**src/logic/lpif_params.svh**
```systemverilog
// LPIF adapter sizing macros

`ifndef LPIF_PARAMS_SVH
`define LPIF_PARAMS_SVH

////////////////////////////////////////
// LPIF side
////////////////////////////////////////

// Bytes in one LPIF beat
`define LPIF_DATA_BYTES 4

////////////////////////////////////////
// AIB side
////////////////////////////////////////

`define AIB_LANES 4           // Lanes per AIB word
`define AIB_BITS_PER_LANE 16  // Bits per lane per lclk

// Consecutive settled cycles of the far side before link-up
`define LINK_SETTLE_CYCLES 8

`endif

```
**src/logic/lpif_pkg.sv**
```systemverilog
// LPIF adapter types

`default_nettype none

`include "lpif_params.svh"

package lpif_pkg;

  typedef logic [`LPIF_DATA_BYTES*8-1:0] lpif_data_t;  // One LPIF beat
  typedef logic [7:0] stream_t;
  typedef logic [`AIB_LANES-1:0] lane_mask_t;          // One bit per lane

  // Full AIB transfer, lane 0 in the low bits
  typedef logic [`AIB_LANES*`AIB_BITS_PER_LANE-1:0] aib_word_t;

  // Wide enough to hold the settle count itself
  typedef logic [3:0] settle_cnt_t;

  // LPIF state encodings
  typedef enum logic [3:0]
  {
    RESET     = 4'b0000,
    ACTIVE    = 4'b0001,
    LINKERROR = 4'b1010
  } link_state_e;

endpackage

`default_nettype wire

```
**src/logic/lpif_link_if.sv**
```systemverilog
// AIB link status bundle

`timescale 1ns/1ps
`default_nettype none

interface lpif_link_if;

  logic link_up;    // Far side settled
  logic tx_online;
  logic rx_online;
  logic phy_err;    // Word alignment error seen

  // Bring-up control owns every status bit
  modport ctl
  (
    output link_up,
    output tx_online,
    output rx_online,
    output phy_err
  );

  modport lsm
  (
    input link_up,
    input phy_err
  );

  modport tx
  (
    input tx_online
  );

  modport rx
  (
    input rx_online
  );

endinterface

`default_nettype wire

```
**src/logic/lpif_ctl.sv**
```systemverilog
// AIB bring-up control

`timescale 1ns/1ps
`default_nettype none

`include "lpif_params.svh"

module lpif_ctl
(
  input  logic                 lclk,
  input  logic                 reset,
  input  logic                 fs_mac_rdy,
  input  lpif_pkg::lane_mask_t ms_tx_transfer_en,
  input  lpif_pkg::lane_mask_t sl_rx_transfer_en,
  input  lpif_pkg::lane_mask_t wa_error,
  output logic                 ns_mac_rdy,
  output lpif_pkg::lane_mask_t ns_adapter_rstn,
  lpif_link_if.ctl             link
);

  lpif_pkg::settle_cnt_t settle_cnt;
  logic                  qualify;
  logic                  cnt_full;
  logic                  cnt_last;    // Next qualifying edge completes the run
  logic                  link_up_q;
  logic                  phy_err_q;

  ////////////////////////////////////////
  // Adapter reset release
  ////////////////////////////////////////

  always_ff @(posedge lclk)
  begin
    if (reset)
    begin
      ns_mac_rdy      <= 1'b0;
      ns_adapter_rstn <= '0;
    end
    else
    begin
      ns_mac_rdy      <= 1'b1;
      ns_adapter_rstn <= '1;  // All lanes out of reset
    end
  end

  ////////////////////////////////////////
  // Link-up qualifier
  ////////////////////////////////////////

  // Far side ready with every lane enabled both ways
  assign qualify  = fs_mac_rdy && (&ms_tx_transfer_en) && (&sl_rx_transfer_en);
  assign cnt_full = (settle_cnt == lpif_pkg::settle_cnt_t'(`LINK_SETTLE_CYCLES));
  assign cnt_last = (settle_cnt >= lpif_pkg::settle_cnt_t'(`LINK_SETTLE_CYCLES - 1));

  always_ff @(posedge lclk)
  begin
    if (reset)
    begin
      settle_cnt <= '0;
      link_up_q  <= 1'b0;
    end
    else if (qualify)
    begin
      if (!cnt_full)
      begin
        settle_cnt <= settle_cnt + lpif_pkg::settle_cnt_t'(1);  // Saturates at full
      end
      link_up_q <= cnt_last;
    end
    else
    begin
      settle_cnt <= '0;    // Any glitch restarts the run
      link_up_q  <= 1'b0;
    end
  end

  // Error summary across lanes
  always_ff @(posedge lclk)
  begin
    if (reset)
    begin
      phy_err_q <= 1'b0;
    end
    else
    begin
      phy_err_q <= |wa_error;
    end
  end

  assign link.link_up   = link_up_q;
  assign link.tx_online = link_up_q;
  assign link.rx_online = link_up_q;
  assign link.phy_err   = phy_err_q;

endmodule

`default_nettype wire

```
**src/logic/lpif_lsm.sv**
```systemverilog
// LPIF link state machine

`timescale 1ns/1ps
`default_nettype none

module lpif_lsm
(
  input  logic                  lclk,
  input  logic                  reset,
  input  lpif_pkg::link_state_e lp_state_req,
  input  logic                  lp_linkerror,
  lpif_link_if.lsm              link,
  output lpif_pkg::link_state_e pl_state_sts,
  output logic                  pl_lnk_up,
  output logic                  lsm_active
);

  lpif_pkg::link_state_e state;
  lpif_pkg::link_state_e state_nxt;

  always_ff @(posedge lclk)
  begin
    if (reset)
    begin
      state <= lpif_pkg::RESET;
    end
    else
    begin
      state <= state_nxt;
    end
  end

  always_comb
  begin
    state_nxt = state;
    case (state)
      lpif_pkg::RESET:
      begin
        // Only leave reset once the AIB link is qualified
        if (lp_state_req == lpif_pkg::ACTIVE && link.link_up)
        begin
          state_nxt = lpif_pkg::ACTIVE;
        end
      end
      lpif_pkg::ACTIVE:
      begin
        if (link.phy_err || lp_linkerror || !link.link_up)
        begin
          state_nxt = lpif_pkg::LINKERROR;  // Errors win over requests
        end
        else if (lp_state_req == lpif_pkg::RESET)
        begin
          state_nxt = lpif_pkg::RESET;
        end
      end
      lpif_pkg::LINKERROR:
      begin
        if (lp_state_req == lpif_pkg::RESET)
        begin
          state_nxt = lpif_pkg::RESET;
        end
      end
      default:
      begin
        state_nxt = lpif_pkg::RESET;
      end
    endcase
  end

  assign pl_state_sts = state;
  assign pl_lnk_up    = (state == lpif_pkg::ACTIVE);
  assign lsm_active   = (state == lpif_pkg::ACTIVE);

endmodule

`default_nettype wire

```
**src/logic/lpif_tx_framer.sv**
```systemverilog
// Downstream AIB framer

`timescale 1ns/1ps
`default_nettype none

`include "lpif_params.svh"

module lpif_tx_framer
(
  input  logic                 lclk,
  input  logic                 reset,
  input  logic                 lp_irdy,
  input  logic                 lp_valid,
  input  lpif_pkg::lpif_data_t lp_data,
  input  lpif_pkg::stream_t    lp_stream,
  input  logic                 lsm_active,
  lpif_link_if.tx              link,
  output logic                 pl_trdy,
  output lpif_pkg::aib_word_t  data_in_f
);

  logic                accept;
  lpif_pkg::aib_word_t frame;

  assign pl_trdy = lsm_active && link.tx_online;
  assign accept  = lp_irdy && lp_valid && pl_trdy;

  // Data byte i in the low byte of lane i
  always_comb
  begin
    frame = '0;
    for (int i = 0; i < `LPIF_DATA_BYTES; i++)
    begin
      frame[i*`AIB_BITS_PER_LANE +: 8] = lp_data[i*8 +: 8];
    end
    frame[8 +: 8] = lp_stream;                 // Lane 0 high byte
    frame[`AIB_BITS_PER_LANE + 8] = 1'b1;      // Valid flag, lane 1 bit 8
  end

  always_ff @(posedge lclk)
  begin
    if (reset)
    begin
      data_in_f <= '0;
    end
    else if (accept)
    begin
      data_in_f <= frame;
    end
    else
    begin
      data_in_f <= '0;  // Idle word
    end
  end

endmodule

`default_nettype wire

```
**src/logic/lpif_rx_deframer.sv**
```systemverilog
// Upstream AIB deframer

`timescale 1ns/1ps
`default_nettype none

`include "lpif_params.svh"

module lpif_rx_deframer
(
  input  logic                 lclk,
  input  logic                 reset,
  input  lpif_pkg::aib_word_t  dout_lpbk,
  lpif_link_if.rx              link,
  output logic                 pl_valid,
  output lpif_pkg::lpif_data_t pl_data,
  output lpif_pkg::stream_t    pl_stream
);

  lpif_pkg::aib_word_t rx_word;

  always_ff @(posedge lclk)
  begin
    if (reset)
    begin
      rx_word <= '0;
    end
    else
    begin
      rx_word <= dout_lpbk;
    end
  end

  // Low byte of each lane back into the beat
  always_comb
  begin
    pl_data = '0;
    for (int i = 0; i < `LPIF_DATA_BYTES; i++)
    begin
      pl_data[i*8 +: 8] = rx_word[i*`AIB_BITS_PER_LANE +: 8];
    end
  end

  assign pl_stream = rx_word[8 +: 8];

  // Nothing reaches the link layer while offline
  assign pl_valid = rx_word[`AIB_BITS_PER_LANE + 8] && link.rx_online;

endmodule

`default_nettype wire

```
**src/logic/lpif_lpbk.sv**
```systemverilog
// AIB loopback path

`timescale 1ns/1ps
`default_nettype none

module lpif_lpbk
(
  input  logic                lclk,
  input  logic                reset,
  input  logic                lpbk_en,
  input  lpif_pkg::aib_word_t data_in_f,
  input  lpif_pkg::aib_word_t dout,
  output lpif_pkg::aib_word_t dout_lpbk
);

  lpif_pkg::aib_word_t lpbk_q;  // Transmit word, one cycle late

  always_ff @(posedge lclk)
  begin
    if (reset)
    begin
      lpbk_q <= '0;
    end
    else
    begin
      lpbk_q <= data_in_f;
    end
  end

  // Far side word passes straight through
  assign dout_lpbk = lpbk_en ? lpbk_q : dout;

endmodule

`default_nettype wire

```
**src/logic/lpif.sv**
```systemverilog
// LPIF to AIB adapter top

`timescale 1ns/1ps
`default_nettype none

module lpif
(
  // LPIF side
  input  logic                  lclk,
  input  logic                  reset,
  input  logic                  lp_irdy,
  input  logic                  lp_valid,
  input  lpif_pkg::lpif_data_t  lp_data,
  input  lpif_pkg::stream_t     lp_stream,
  input  lpif_pkg::link_state_e lp_state_req,
  input  logic                  lp_linkerror,
  input  logic                  lpbk_en,
  output logic                  pl_trdy,
  output logic                  pl_valid,
  output lpif_pkg::lpif_data_t  pl_data,
  output lpif_pkg::stream_t     pl_stream,
  output lpif_pkg::link_state_e pl_state_sts,
  output logic                  pl_lnk_up,

  // AIB side
  input  logic                  fs_mac_rdy,
  input  lpif_pkg::lane_mask_t  ms_tx_transfer_en,
  input  lpif_pkg::lane_mask_t  sl_rx_transfer_en,
  input  lpif_pkg::lane_mask_t  wa_error,
  input  lpif_pkg::aib_word_t   dout,
  output logic                  ns_mac_rdy,
  output lpif_pkg::lane_mask_t  ns_adapter_rstn,
  output lpif_pkg::aib_word_t   data_in_f
);

  logic                lsm_active;
  lpif_pkg::aib_word_t dout_lpbk;  // Receive source after loopback select

  lpif_link_if link_i ();

  ////////////////////////////////////////
  // Control and link state
  ////////////////////////////////////////

  lpif_ctl lpif_ctl_i
  (
    .lclk              (lclk),
    .reset             (reset),
    .fs_mac_rdy        (fs_mac_rdy),
    .ms_tx_transfer_en (ms_tx_transfer_en),
    .sl_rx_transfer_en (sl_rx_transfer_en),
    .wa_error          (wa_error),
    .ns_mac_rdy        (ns_mac_rdy),
    .ns_adapter_rstn   (ns_adapter_rstn),
    .link              (link_i.ctl)
  );

  lpif_lsm lpif_lsm_i
  (
    .lclk         (lclk),
    .reset        (reset),
    .lp_state_req (lp_state_req),
    .lp_linkerror (lp_linkerror),
    .link         (link_i.lsm),
    .pl_state_sts (pl_state_sts),
    .pl_lnk_up    (pl_lnk_up),
    .lsm_active   (lsm_active)
  );

  ////////////////////////////////////////
  // Datapath
  ////////////////////////////////////////

  lpif_tx_framer lpif_tx_framer_i
  (
    .lclk       (lclk),
    .reset      (reset),
    .lp_irdy    (lp_irdy),
    .lp_valid   (lp_valid),
    .lp_data    (lp_data),
    .lp_stream  (lp_stream),
    .lsm_active (lsm_active),
    .link       (link_i.tx),
    .pl_trdy    (pl_trdy),
    .data_in_f  (data_in_f)
  );

  lpif_lpbk lpif_lpbk_i
  (
    .lclk      (lclk),
    .reset     (reset),
    .lpbk_en   (lpbk_en),
    .data_in_f (data_in_f),
    .dout      (dout),
    .dout_lpbk (dout_lpbk)
  );

  lpif_rx_deframer lpif_rx_deframer_i
  (
    .lclk      (lclk),
    .reset     (reset),
    .dout_lpbk (dout_lpbk),
    .link      (link_i.rx),
    .pl_valid  (pl_valid),
    .pl_data   (pl_data),
    .pl_stream (pl_stream)
  );

endmodule

`default_nettype wire

```
**config.mk**
```make
export PLATFORM = sky130hd
export DESIGN_NAME = lpif
export DESIGN_NICKNAME = d
export VERILOG_FILES = /design/src/logic/lpif_pkg.sv /design/src/logic/lpif_link_if.sv /design/src/logic/lpif_ctl.sv /design/src/logic/lpif_lsm.sv /design/src/logic/lpif_tx_framer.sv /design/src/logic/lpif_rx_deframer.sv /design/src/logic/lpif_lpbk.sv /design/src/logic/lpif.sv
export VERILOG_INCLUDE_DIRS = /design/src /design/src/logic
export SDC_FILE = /design/constraint.sdc
export NUM_CORES = 1
export LEC_CHECK = 0
export ABC_AREA = 1
export BUFFER_PORTS_ARGS = -buffer_cell sky130_fd_sc_hd__buf_2
export CORE_MARGIN = 5
export CORE_UTILIZATION = 47
export CTS_BUF_LIST = sky130_fd_sc_hd__clkbuf_2 sky130_fd_sc_hd__clkbuf_4 sky130_fd_sc_hd__clkbuf_8
export DETAILED_ROUTE_END_ITERATION = 8
export GPL_ROUTABILITY_DRIVEN = 0
export PLACE_DENSITY = 0.9
export SLEW_MARGIN = 20
export SYNTH_ARGS = -nofsm -noshare
export SYNTH_HDL_FRONTEND = slang
export SYNTH_SLANG_ARGS = --single-unit
```
**constraint.sdc**
```tcl
create_clock -name lclk -period 1.1 [get_ports lclk]
set_input_delay 0.055 -clock lclk [delete_from_list [all_inputs] [get_ports lclk]]
set_output_delay 0.055 -clock lclk [all_outputs]
set_load 0.02 [all_outputs]
```
---- Word-level counts from Yosys, hierarchy flattened ----
Index checks and enable logic that the tools add are counted.
storage, ports and cells
  output and inout port bits .............. 116
  logic and storage cells ................. 44
  bits in registers ....................... 168
  bits of input ports ..................... 127
cells by class
  $add $sub $neg .......................... 1
  reduce and logical (&&, ||, !) cells .... 17
  equality and inequality tests ........... 5
  order comparisons ....................... 1
  muxes and demuxes ....................... 8
  bitwise operators ....................... 2
operators with widths
  kind                   number
  $mux W56               1
  $mux W25               1
  $mux W4                4
  $pmux W4 S3            1
  $eq A4 B1 Y1 const B   2
  $eq A4 B4 Y1 const B   2
  $logic_not A4 Y1       2
  $reduce_and A4 Y1      2
  $logic_and A1 B1 Y1    7
  $add A4 B1 Y4 const B  1
  $ge A4 B3 Y1 const B   1
  $reduce_or A2 Y1       2
  $reduce_or A4 Y1       1
  $logic_or A1 B1 Y1     2
  $ne A2 B1 Y1 const B   1
  $not A1 Y1             2
  $logic_not A1 Y1       1
  $mux W1                1

---- Logic depth before layout (Yosys ltp) ----
Gate-level depths: netlist of run 1.
  depth after elaboration ................. 5
  gate-level depth with buffers ........... 7
  gate-level depth less buffers ........... 7

---- Modules after synthesis ----
A second synthesis of run 1 with hierarchy kept.
second synthesis, totals
  cells, all modules ...................... 823
  area total of the unflattened synthesis .. 6154.7 sq um
modules (own cells, without submodules)
  module            instances  area an instance (sq um)  sequential area each (sq um)  cells each
  lpif_lpbk         1          2641.3                    1281.2                        405
  lpif_rx_deframer  1          1514.0                    820.8                         170
  lpif_tx_framer    1          1381.3                    820.8                         156
  lpif_ctl          1          382.9                     140.1                         53
  lpif_lsm          1          235.2                     80.1                          39

---- Worst setup path after synthesis of run 1 ----
Ideal clock, no wire load.
  kind .................................... reg-to-reg
  start ................................... register lpif_lsm_i.state[0] (netlist: lpif_lsm_i.pl_state_sts[0])
  end ..................................... register lpif_tx_framer_i.data_in_f[11]
  data required time ...................... 1.027 ns
  period minus slack after synthesis ...... 1.262 ns
  path buffers ............................ 1
  arrival time ............................ 1.190 ns
  path slack .............................. -0.162 ns
  cell stages (with the launch flop) ...... 6
  setup time .............................. 0.073 ns
  cells stage by stage .................... dfxtp_1 -> nand2_1 -> nor2_4 -> nand2_4 -> buf_6 -> nor3b_2
between the ends
  cells in the longest elaborated chain, start to end .. 5
ends and longest elaborated chain
  item                        line                  source
  start, declared             lpif_lsm.sv:18        lpif_pkg::link_state_e state;
  start signal, assigned      lpif_lsm.sv:25        state <= lpif_pkg::RESET;
  start signal, assigned      lpif_lsm.sv:29        state <= state_nxt;
  $eq A4 B1 Y1                n/a
  net pl_lnk_up               lpif.sv:23            output logic pl_lnk_up,
  $logic_and A1 B1 Y1         lpif_tx_framer.sv:25  assign pl_trdy = lsm_active && link.tx_online;
  $logic_and A1 B1 Y1         lpif_tx_framer.sv:26  assign accept = lp_irdy && lp_valid && pl_trdy;
  $not A1 Y1 (no line)        n/a
  $reduce_or A2 Y1 (no line)  n/a
  end signal, assigned        lpif_tx_framer.sv:48  data_in_f <= frame;
  end, declared               lpif_tx_framer.sv:19  output lpif_pkg::aib_word_t data_in_f
The timed path passes the listed nets, and every way through them passes these cells.
A chain may end at the register's enable or synchronous reset.

---- Worst setup path after layout of run 1 ----
  start ................................... register lpif_lsm_i.state[1] (netlist: lpif_lsm_i.pl_state_sts[1])
  end ..................................... output pl_trdy
between the ends
  cells in the longest elaborated chain, start to end .. 2
ends and longest elaborated chain
  item                 line                  source
  $eq A4 B1 Y1         lpif_lsm.sv:72        assign lsm_active = (state == lpif_pkg::ACTIVE);
  $logic_and A1 B1 Y1  lpif_tx_framer.sv:25
  end, declared        lpif.sv:18            output logic pl_trdy,
Every way passes these cells.

==> impl_metrics.env, run 1 <==
export IMPL_num_vias=4438
export IMPL_irDropWorstVdd_mv=1.11
export IMPL_clock_sinks=134
export IMPL_avgSynthCellArea_um2=9.24
export IMPL_grt_overflow=0
export IMPL_criticalPathCategory="flop to output pin"
export IMPL_synth_top_area_cell="dfxtp_1"
export IMPL_cts_buffer_depth=2
export IMPL_ys_ff_latch=134
export IMPL_fin_crit_sh_pct=126
export IMPL_drt_first_pass_iters=5
export IMPL_ioPinCount=243
export IMPL_setup_viol=48
export IMPL_area_growth_pct=50.9
export IMPL_nNetsFinal=934
export IMPL_worstReg2RegEnd="lpif_tx_framer_i.data_in_f[22]"
export IMPL_synth_cells=539
export IMPL_yosysTopAreaCellShare_pct=53.9
export IMPL_die_x_um=113
export IMPL_die_area_um2=12800
export IMPL_max_freq_mhz=722
export IMPL_crit_path_end_kind="output pin"
export IMPL_cts_buffers=17
export IMPL_power_density_nw_per_um2=1450
export IMPL_worstPathMaxFanout=2
export IMPL_synth_common_cells="nor2_1 (137), dfxtp_1 (134), buf_4 (68), inv_1 (53), o21ai_0 (43)"
export IMPL_hold_violations=0
export IMPL_core_area_um2=10300
export IMPL_fin_crit_ns=1.38
export IMPL_synth_cell_type_count=27
export IMPL_routed_wl_um=16000
export IMPL_drv_cap=0
export IMPL_ant_nets=0
export IMPL_arrival_ns=1.33
export IMPL_seq_area_frac_synth_pct=53.9
export IMPL_row_count=37
export IMPL_synth_edf_count=0
export IMPL_synth_most_common_cell="nor2_1"
export IMPL_viasPerCell=4.64
export IMPL_ys_async_sr_fraction_pct=0
export IMPL_power_leakage_nw=3.52
export IMPL_placed_area_um2=5740
export IMPL_status="complete, but fails checks"
export IMPL_layout_drive_gt1_share_pct=39.3
export IMPL_yosysWarnings=0
export IMPL_violations="setup timing"
export IMPL_dp_hpwl_um=8870
export IMPL_cts_root_buf="clkbuf_8"
export IMPL_fp_dieH_um=113
export IMPL_slew_viol_final=0
export IMPL_hp_class="primary input to flop"
export IMPL_rsz0062_at_grt="yes"
export IMPL_drc=0
export IMPL_syn_cell_area_um2=4980
export IMPL_synthTopCellsByArea="dfxtp_1 (54%), nor2_1 (10%), buf_4 (10%)"
export IMPL_grt_max_degree=42
export IMPL_io_buffers=196
export IMPL_initial_utilization_pct=48.2
export IMPL_pre_cts_ws_ns=-0.0331
export IMPL_p_total_mw=10.9
export IMPL_r2r_start="lpif_lsm_i.pl_state_sts[1]"
export IMPL_finalInstanceArea_um2=7510
export IMPL_wl_per_cell_um=16.7
export IMPL_cts_tree="yes"
export IMPL_setup_ws_ns=-0.284
export IMPL_grt_pass1_wl_um=23900
export IMPL_worst_setup_path_start_kind="flop"
export IMPL_fin_skew_ns=0.0125
export IMPL_crit_path_start="lpif_lsm_i.pl_state_sts[1]"
export IMPL_htree_levels=4
export IMPL_critPathRequiredTime_ns=1.04
export IMPL_drt_iter0_drc=350
export IMPL_clk_latency_ns=0.41
export IMPL_synth_flop_cell="dfxtp_1"
export IMPL_worstSetupEndpoint="pl_trdy"
export IMPL_reg2reg_slack_ns=-0.25
export IMPL_track_usage_pct=24.0
export IMPL_ff2ff_path_depth=8
export IMPL_clkSlewWorstSetupHoldPaths_ns=0.08
export IMPL_grt_pass1_vias=4735
export IMPL_antenna_found_initial=3
[where the power goes]
group | total [mW] | switching, mW | internal, mW
logic | 1.12 | 0.590 | 0.533
registers | 4.96 | 0.0279 | 4.93
clock network | 4.77 | 1.98 | 2.79
total | 10.9 | 2.60 | 8.26
[critical path: stages (launching register included)]
cell and delay, ns:
dfxtp_2 0.33, inv_2 0.05, nand2_2 0.06, nor2_4 0.15, nand2_4 0.07, buf_12 0.13, clkinv_4 0.04, buf_6 0.10
[metal layers]
layer,global-route usage (%),wire (µm),vias to the layer above
met2,43.8,8420,218
met5,0,0,-
met1,23.8,5660,2052
met3,5.51,1010,66
met4,16.7,865,0
li1,-,-,2102
[kinds of logic after synthesis]
kind of cell | synth area share, %
AND/OR/NAND/NOR | 23.2
adder cells (fa/ha/maj) | 0.503
XOR/XNOR | 0.352
other | 0.0753
buffers and inverters | 17.2
flip-flops | 53.9
AO/OA/AOI/OAI | 4.72
[placed cells by master (no fill, tap or decap), types with 14 or more instances in the layout]
| master | instances |
|---|---|
| buf_2 | 191 |
| nor2_1 | 137 |
| dfxtp_1 | 127 |
| dlygate4sd3_1 | 89 |
| inv_1 | 49 |
| o21ai_0 | 41 |
| nor3b_2 | 33 |
| conb_1 | 24 |
| clkbuf_8 | 18 |
| buf_4 | 15 |
| nand2_1 | 14 |
[layout make-up]
type / instances / area, µm²
inverter: 56 / 221
antenna: 3 / 7.51
fill: 686 / 2810
tap: 136 / 170
clock inverter: 13 / 216
timing repair buffer: 316 / 2350
clock buffer: 18 / 248
sequential: 134 / 2690
multi-input combinational: 280 / 1610
[registers in the layout, summed over array words and instances (netlist names)]
register,count
lpif_ctl_i.ns_adapter_rstn,1
lpif_lpbk_i.lpbk_q,41
lpif_tx_framer_i.data_in_f,41
lpif_ctl_i.settle_cnt,4
lpif_ctl_i.link.link_up,1
lpif_rx_deframer_i.rx_word,41
lpif_lsm_i.pl_state_sts,4
lpif_ctl_i.link.phy_err,1
[worst min path at each step]
stage | startpoint | to | slack, ns | cells after the start
after floorplan | wa_error[2] | lpif_ctl_i.link.phy_err | 0.18 | 2
after global placement | wa_error[2] | lpif_ctl_i.link.phy_err | 0.29 | 3
after detailed placement | lp_data[30] | lpif_tx_framer_i.data_in_f[54] | 0.29 | 2
after CTS | ms_tx_transfer_en[0] | lpif_ctl_i.settle_cnt[2] | 0.003 | 3
after global routing | ms_tx_transfer_en[0] | lpif_ctl_i.settle_cnt[1] | 0.04 | 3
final | ms_tx_transfer_en[0] | lpif_ctl_i.settle_cnt[1] | 0.02 | 3
[stage by stage]
step / setup TNS, ns / cells / hold slack (ns) / util, %
floorplan: -2.14 / 562 / 0.175 / -
global placement: -0.000359 / 815 / 0.289 / 55.6
detailed placement: -0.252 / 815 / 0.294 / 55.6
CTS: -7.95 / 944 / 0.00260 / 70.5
global route: -12.72 / 956 / 0.0374 / 72.8
finish: -9.46 / 956 / 0.0156 / 72.8
[what timing repair did]
item                       CTS  global route
pin swaps                    2            11
buffers inserted             6             7
resized for setup           18            32
setup endpoints to repair   43            52
cloned                       3             3
hold endpoints to repair    84             0
hold buffers                89             0
(Power assumes the default switching activity.)
==> inputs of run 2 (changes only) <==
--- a/config.mk
+++ b/config.mk
@@ -7,13 +7,14 @@
 export NUM_CORES = 1
 export LEC_CHECK = 0
 export ABC_AREA = 1
+export ABC_CLOCK_PERIOD_IN_PS = 1100
 export BUFFER_PORTS_ARGS = -buffer_cell sky130_fd_sc_hd__buf_2
 export CORE_MARGIN = 5
-export CORE_UTILIZATION = 47
-export CTS_BUF_LIST = sky130_fd_sc_hd__clkbuf_2 sky130_fd_sc_hd__clkbuf_4 sky130_fd_sc_hd__clkbuf_8
+export CORE_UTILIZATION = 46
+export CTS_BUF_LIST = sky130_fd_sc_hd__clkbuf_4 sky130_fd_sc_hd__clkbuf_8 sky130_fd_sc_hd__clkbuf_16
 export DETAILED_ROUTE_END_ITERATION = 8
 export GPL_ROUTABILITY_DRIVEN = 0
-export PLACE_DENSITY = 0.9
+export PLACE_DENSITY = 0.8
 export SLEW_MARGIN = 20
 export SYNTH_ARGS = -nofsm -noshare
 export SYNTH_HDL_FRONTEND = slang
==> run 2 against run 1 <==
Effect of this change: the run ends with hold timing, setup timing left; worst hold slack worse by 0.017 ns; flip-flop and latch count stayed put; maximum frequency is 5.3% lower; first-iteration DRC count is 17% lower; count of clock-buffer cells in the layout is 1 lower; cell area is 3.5% higher; cell count is 1.4% higher; routed wire length is 5.7% lower; register-to-register slack hardly changed; critical path type unchanged.
==> impl_metrics.env, run 2 (synthesized netlist as in run 1, its figures left out) <==
export IMPL_nNetsFinal=944
export IMPL_drt_iter0_drc=292
export IMPL_criticalPathCategory="flop to output pin"
export IMPL_num_vias=4423
export IMPL_worst_setup_path_start_kind="flop"
export IMPL_crit_chain="inv_2, nand2_2, nor2_4, nand2_4, buf_6, inv_2, buf_6"
export IMPL_io_buffers=196
export IMPL_power_density_nw_per_um2=1480
export IMPL_setup_viol=49
export IMPL_layout_drive_gt1_share_pct=40.2
export IMPL_htree_levels=4
export IMPL_final_common_cell="buf_2"
export IMPL_initial_utilization_pct=46.3
export IMPL_ioPinCount=243
export IMPL_top_regs="lpif_lpbk_i.lpbk_q: 41 flops, lpif_rx_deframer_i.rx_word: 41 flops, lpif_tx_framer_i.data_in_f: 41 flops"
export IMPL_wl_per_cell_um=15.5
export IMPL_ant_nets=0
export IMPL_critPathSlowestCell="dfxtp_2"
export IMPL_clkSlewWorstSetupHoldPaths_ns=0.06
export IMPL_grt_max_degree=42
export IMPL_drt_first_pass_iters=4
export IMPL_worstPathMaxFanout=2
export IMPL_power_leakage_nw=3.57
export IMPL_grt_pass1_wl_um=22400
export IMPL_fin_crit_sh_pct=133
export IMPL_hold_violations=1
export IMPL_slowest_delay_ns=0.33
export IMPL_irDropWorstVdd_mv=1.28
export IMPL_antenna_found_initial=2
export IMPL_clock_sinks=134
export IMPL_holdPathStages=4
export IMPL_crit_path_end_kind="output pin"
export IMPL_violations="hold timing, setup timing"
export IMPL_slew_viol_final=0
export IMPL_dp_hpwl_um=8310
export IMPL_viasPerCell=4.56
export IMPL_status="complete, but fails checks"
export IMPL_hp_class="primary input to flop"
export IMPL_die_area_um2=13000
export IMPL_final_cell_mix="buf_2 (153), nor2_1 (136), dfxtp_1 (115), dlygate4sd3_1 (104), inv_1 (48)"
export IMPL_drc=0
export IMPL_grt_overflow=0
export IMPL_timing_hold_ws_ns=-0.00164
export IMPL_setup_ws_ns=-0.361
export IMPL_cts_buffer_depth=2
export IMPL_core_area_um2=10700
export IMPL_ff2ff_path_depth=8
export IMPL_fin_crit_ns=1.46
export IMPL_fin_skew_ns=0.0101
export IMPL_grt_pass1_vias=4595
export IMPL_arrival_ns=1.41
export IMPL_fp_dieH_um=114
export IMPL_row_count=38
export IMPL_drv_cap=0
export IMPL_cts_root_buf="clkbuf_8"
export IMPL_final_fill_count=705
export IMPL_max_freq_mhz=684
export IMPL_rsz0062_at_grt="yes"
export IMPL_track_usage_pct=22.1
export IMPL_cts_buffers=17
export IMPL_die_x_um=114
export IMPL_critPathRequiredTime_ns=1.04
export IMPL_cts_tree="yes"
export IMPL_routed_wl_um=15000
export IMPL_fin_setup_tns_ns=-8.81
export IMPL_area_growth_pct=56.1
export IMPL_clk_latency_ns=0.50
-- run 2: cell types whose count changed in the layout (fill, tap and decap cells not counted), sizes merged, moves of 3 or more --
cell         change
bufinv           -4
buf              -4
inv              +3
dlygate4sd3     +15
clkinv           +3
-- run 2: per-stage QoR --
step | cell area (µm²) | power, mW | setup WS [ns] | cells | utilization (%)
after floorplan | 5070 | 5.69 | -0.0565 | 562 | -
after global placement | 5760 | 5.87 | -0.0225 | 819 | 53.6
after detailed placement | 5760 | 5.88 | -0.0534 | 819 | 53.6
after CTS | 7460 | 11.5 | -0.397 | 960 | 69.5
after global routing | 7770 | 11.9 | -0.441 | 969 | 72.3
final | 7770 | 11.5 | -0.361 | 969 | 72.3
-- run 2: layout make-up --
class                           count  area, µm²  share of cell area [%]
Sequential cell                   134       2710                    34.9
Timing Repair Buffer              326       2510                    32.3
Multi-Input combinational cell    280       1600                    20.5
Clock buffer                       17        414                    5.33
Inverter                           56        216                    2.78
Tap cell                          140        175                    2.25
Clock inverter                     15        146                    1.88
Antenna cell                        1       2.50                  0.0322
-- run 2: power by group --
part           internal, mW  switching [mW]  total (mW)
sequential             4.94          0.0337        4.97
combinational         0.586           0.588        1.17
clock                  3.06            2.27        5.33
total                  8.59            2.89        11.5
-- run 2: worst paths after layout --
kind,start,to,slack [ns]
worst min register to register,lpif_tx_framer_i.data_in_f[7],lpif_lpbk_i.lpbk_q[7],0.41
worst min-delay path,reset,lpif_rx_deframer_i.rx_word[39],-0.002
worst max register to register,lpif_lsm_i.pl_state_sts[3],lpif_tx_framer_i.data_in_f[32],-0.24
worst max-delay path,lpif_lsm_i.pl_state_sts[3],pl_trdy,-0.36
-- run 2: worst max-delay path, delay by kind of cell (launching register included) --
kind,cells,cell delay [ns]
simple gates,3,0.27
flops,1,0.33
buf+inv,4,0.31
-- run 2: what timing repair did --
item                       CTS  global route
hold buffers               105             0
gates cloned                 0             2
pin swaps                    4            10
setup endpoints to repair   57            90
hold endpoints to repair    91             0
setup buffers                4             8
resized for setup           32            75
-- run 2: metal layers --
layer  share of wire [%]  global-route usage (%)  up-vias
met5               0.073                       0        -
met4                 5.3                    14.4        2
met3                 6.8                    6.10       69
met2                  53                    39.0      232
met1                  35                    22.9     1992
li1                    -                       -     2128
==> inputs of run 3 (changes only) <==
--- a/config.mk
+++ b/config.mk
@@ -6,11 +6,10 @@
 export SDC_FILE = /design/constraint.sdc
 export NUM_CORES = 1
 export LEC_CHECK = 0
-export ABC_AREA = 1
 export ABC_CLOCK_PERIOD_IN_PS = 1100
 export BUFFER_PORTS_ARGS = -buffer_cell sky130_fd_sc_hd__buf_2
 export CORE_MARGIN = 5
-export CORE_UTILIZATION = 46
+export CORE_UTILIZATION = 45
 export CTS_BUF_LIST = sky130_fd_sc_hd__clkbuf_4 sky130_fd_sc_hd__clkbuf_8 sky130_fd_sc_hd__clkbuf_16
 export DETAILED_ROUTE_END_ITERATION = 8
 export GPL_ROUTABILITY_DRIVEN = 0
==> run 3 against run 2 <==
Effect of this change: the run still ends with hold timing, setup timing left; combinational power fell by 17%; non-clock buffer count fell by 16; first-iteration DRC count fell by 63%; worst hold slack got worse by 0.054 ns; global-route usage fell by 2.1 points; die area fell by 4.6%; via count fell by 17%; sequential share of layout area rose by 2.2 points.
==> impl_metrics.env, run 3 <==
export IMPL_status="complete, but fails checks"
export IMPL_violations="hold timing, setup timing"
export IMPL_ant_nets=0
export IMPL_switching_power_mw=2.34
export IMPL_arrival_ns=1.69
export IMPL_rsz0062_at_grt="yes"
export IMPL_wl_per_cell_um=15.7
export IMPL_seq_area_frac_synth_pct=58.0
export IMPL_drv_cap=0
export IMPL_seqPwrFrac_pct=44.2
export IMPL_yosysTopAreaCellShare_pct=58.0
export IMPL_crit_path_end_kind="output pin"
export IMPL_timing_hold_ws_ns=-0.0560
export IMPL_synth_flop_cell="dfxtp_1"
export IMPL_r2r_start="lpif_lsm_i.pl_state_sts[3]"
export IMPL_grt_max_degree=44
export IMPL_tightest_slew_ns=0.513
export IMPL_avgSynthCellArea_um2=10.9
export IMPL_drc=0
export IMPL_power_leakage_nw=3.56
export IMPL_ioPinCount=243
export IMPL_yosysWarnings=0
export IMPL_viasPerCell=4.36
export IMPL_synth_most_common_cell="dfxtp_1"
export IMPL_busiest_layer="met2"
export IMPL_track_usage_pct=20.1
export IMPL_final_common_cell="buf_2"
export IMPL_io_buffers=196
export IMPL_row_count=37
export IMPL_intPower_mw=8.85
export IMPL_fin_skew_ns=0.0104
export IMPL_cts_root_buf="clkbuf_8"
export IMPL_grt_util_met1_pct=20.4
export IMPL_antenna_found_initial=1
export IMPL_nNetsFinal=822
export IMPL_area_growth_pct=57.6
export IMPL_worstPathMaxFanout=2
export IMPL_synthTopCellsByArea="dfxtp_1 (58%), buf_4 (11%), mux2i_1 (9.1%)"
export IMPL_grt_overflow=0
export IMPL_cts_buffers=17
export IMPL_hold_violations=5
export IMPL_final_cell_mix="buf_2 (172), dfxtp_1 (124), dlygate4sd3_1 (89), nor2_1 (48)"
export IMPL_clkPwrFrac_pct=47.2
export IMPL_critPathRequiredTime_ns=1.04
export IMPL_cts_tree="yes"
export IMPL_reg2reg_slack_ns=-0.62
export IMPL_fp_dieH_um=111
export IMPL_drt_first_pass_iters=4
export IMPL_final_fill_count=674
export IMPL_synth_cell_type_count=30
export IMPL_clk_latency_ns=0.50
export IMPL_p_total_mw=11.2
export IMPL_htree_levels=4
export IMPL_criticalPathCategory="flop to output pin"
export IMPL_num_vias=3665
export IMPL_fin_crit_ns=1.74
export IMPL_ctsHoldBuffers=89
export IMPL_ys_async_sr_fraction_pct=0
export IMPL_pwr_share_comb_pct=8.6
export IMPL_setup_ws_ns=-0.643
export IMPL_worstHoldStart="reset"
export IMPL_final_util_pct=71.6
export IMPL_max_freq_mhz=574
export IMPL_slew_viol_final=0
export IMPL_core_area_um2=10200
export IMPL_die_x_um=111
export IMPL_power_switching_share_pct=20.9
export IMPL_power_density_nw_per_um2=1540
export IMPL_drt_iter0_drc=109
export IMPL_clkSlewWorstSetupHoldPaths_ns=0.05
export IMPL_dp_hpwl_um=7530
export IMPL_grt_pass1_wl_um=19700
export IMPL_synth_common_cells="dfxtp_1 (134), buf_4 (67), nor2_1 (48), mux2i_1 (42), nor2b_1 (42)"
export IMPL_initial_utilization_pct=45.4
export IMPL_relSlewSlack_pct=65.5
export IMPL_synth_edf_count=0
export IMPL_synth_top_area_cell="dfxtp_1"
export IMPL_die_area_um2=12400
export IMPL_worst_setup_path_start_kind="flop"
export IMPL_cts_buffer_depth=2
export IMPL_fin_crit_sh_pct=158
export IMPL_syn_cell_area_um2=4620
export IMPL_setup_viol=51
export IMPL_fin_setup_tns_ns=-26.79
export IMPL_hp_class="primary input to flop"
export IMPL_crit_path_start="lpif_lsm_i.pl_state_sts[3]"
export IMPL_routed_wl_um=13200
export IMPL_irDropWorstVdd_mv=1.20
export IMPL_layout_drive_gt1_share_pct=40.8
export IMPL_grt_use_met3_pct=6.79
export IMPL_grt_pass1_vias=3933
export IMPL_top_regs="lpif_lpbk_i.lpbk_q: 41 flops, lpif_rx_deframer_i.rx_word: 41 flops, lpif_tx_framer_i.data_in_f: 41 flops"
export IMPL_ys_ff_latch=134
export IMPL_met2_usage_pct=36.3
export IMPL_pre_cts_ws_ns=-0.647
export IMPL_clock_sinks=134
export IMPL_synth_cells=426
==> run 3: cell count changes in the layout (fill, tap and decap cells not counted), moves of 35 or more <==
cell     delta
nor2_1     -88
inv_1      -47
mux2i_1    +42
nor2b_1    +42
o21ai_0    -37
nor3b_2    -35
==> run 3: repair_timing <==
action / 4_1_cts / 5_1_grt
buffers inserted: 3 / 4
cloned: 0 / 4
gates resized for setup: 40 / 44
hold endpoints to repair: 88 / 5
pin swaps: 6 / 4
setup endpoints to repair: 59 / 68
==> run 3: power groups by stage <==
stage | clock network [mW] | registers [mW] | logic, mW
after CTS | 5.38 | 4.94 | 0.919
after global placement | 0 | 5.04 | 0.641
after detailed placement | 0 | 5.04 | 0.652
final | 5.28 | 4.94 | 0.967
after global routing | 5.59 | 4.95 | 1.03
after floorplan | 0 | 5.04 | 0.485
==> run 3: through the flow <==
stage	instances	instance area, µm²	hold slack (ns)
finish	841	7290	-0.0560
CTS	833	7070	-0.0887
global route	840	7290	-0.0565
floorplan	449	4720	0.175
global placement	712	5460	0.259
detailed placement	712	5460	0.264
==> run 3: per-layer routing <==
metal | part of all wire (%) | wire [µm]
met5 | 0 | 0
met3 | 5.8 | 759
met1 | 36 | 4790
met2 | 54 | 7150
met4 | 3.7 | 483
==> run 3: path summary, 6_finish.rpt <==
kind                                          to  cells after the start
setup / recovery                       pl_lnk_up                      4
hold / removal          lpif_ctl_i.settle_cnt[1]                      3
setup reg to reg  lpif_tx_framer_i.data_in_f[32]                      5
hold reg to reg           lpif_lpbk_i.lpbk_q[33]                      1
==> run 3: critical path, stage by stage (launching register included) <==
cell and delay (ns):
dfxtp_2 0.32, or4b_4 0.57, buf_6 0.15, inv_4 0.05, buf_6 0.11
==> run 3: cell type report <==
type,count,area (µm²),share of cell area (%)
repair buffers,310,2280,31.3
well taps,136,170,2.33
clock inverters,3,40.0,0.549
clock buffers,26,524,7.19
diodes,2,5.00,0.0687
inverters,4,17.5,0.240
flip-flops and latches,134,2700,37.0
multi-input cells,226,1550,21.2
==> run 3: cells by family (layout without fill, tap and decap cells) <==
kind of cell | count (synthesis) | after routing | share of synthesized area (%)
buf+inv | 89 | 343 | 12.8
mux | 42 | 42 | 9.09
simple gates | 149 | 149 | 18.0
flops | 134 | 134 | 58.0
xor+xnor | 3 | 3 | 0.568
other cells | 1 | 26 | 0.0811
fa+ha+maj | 2 | 2 | 0.541
compound gates | 6 | 6 | 0.866
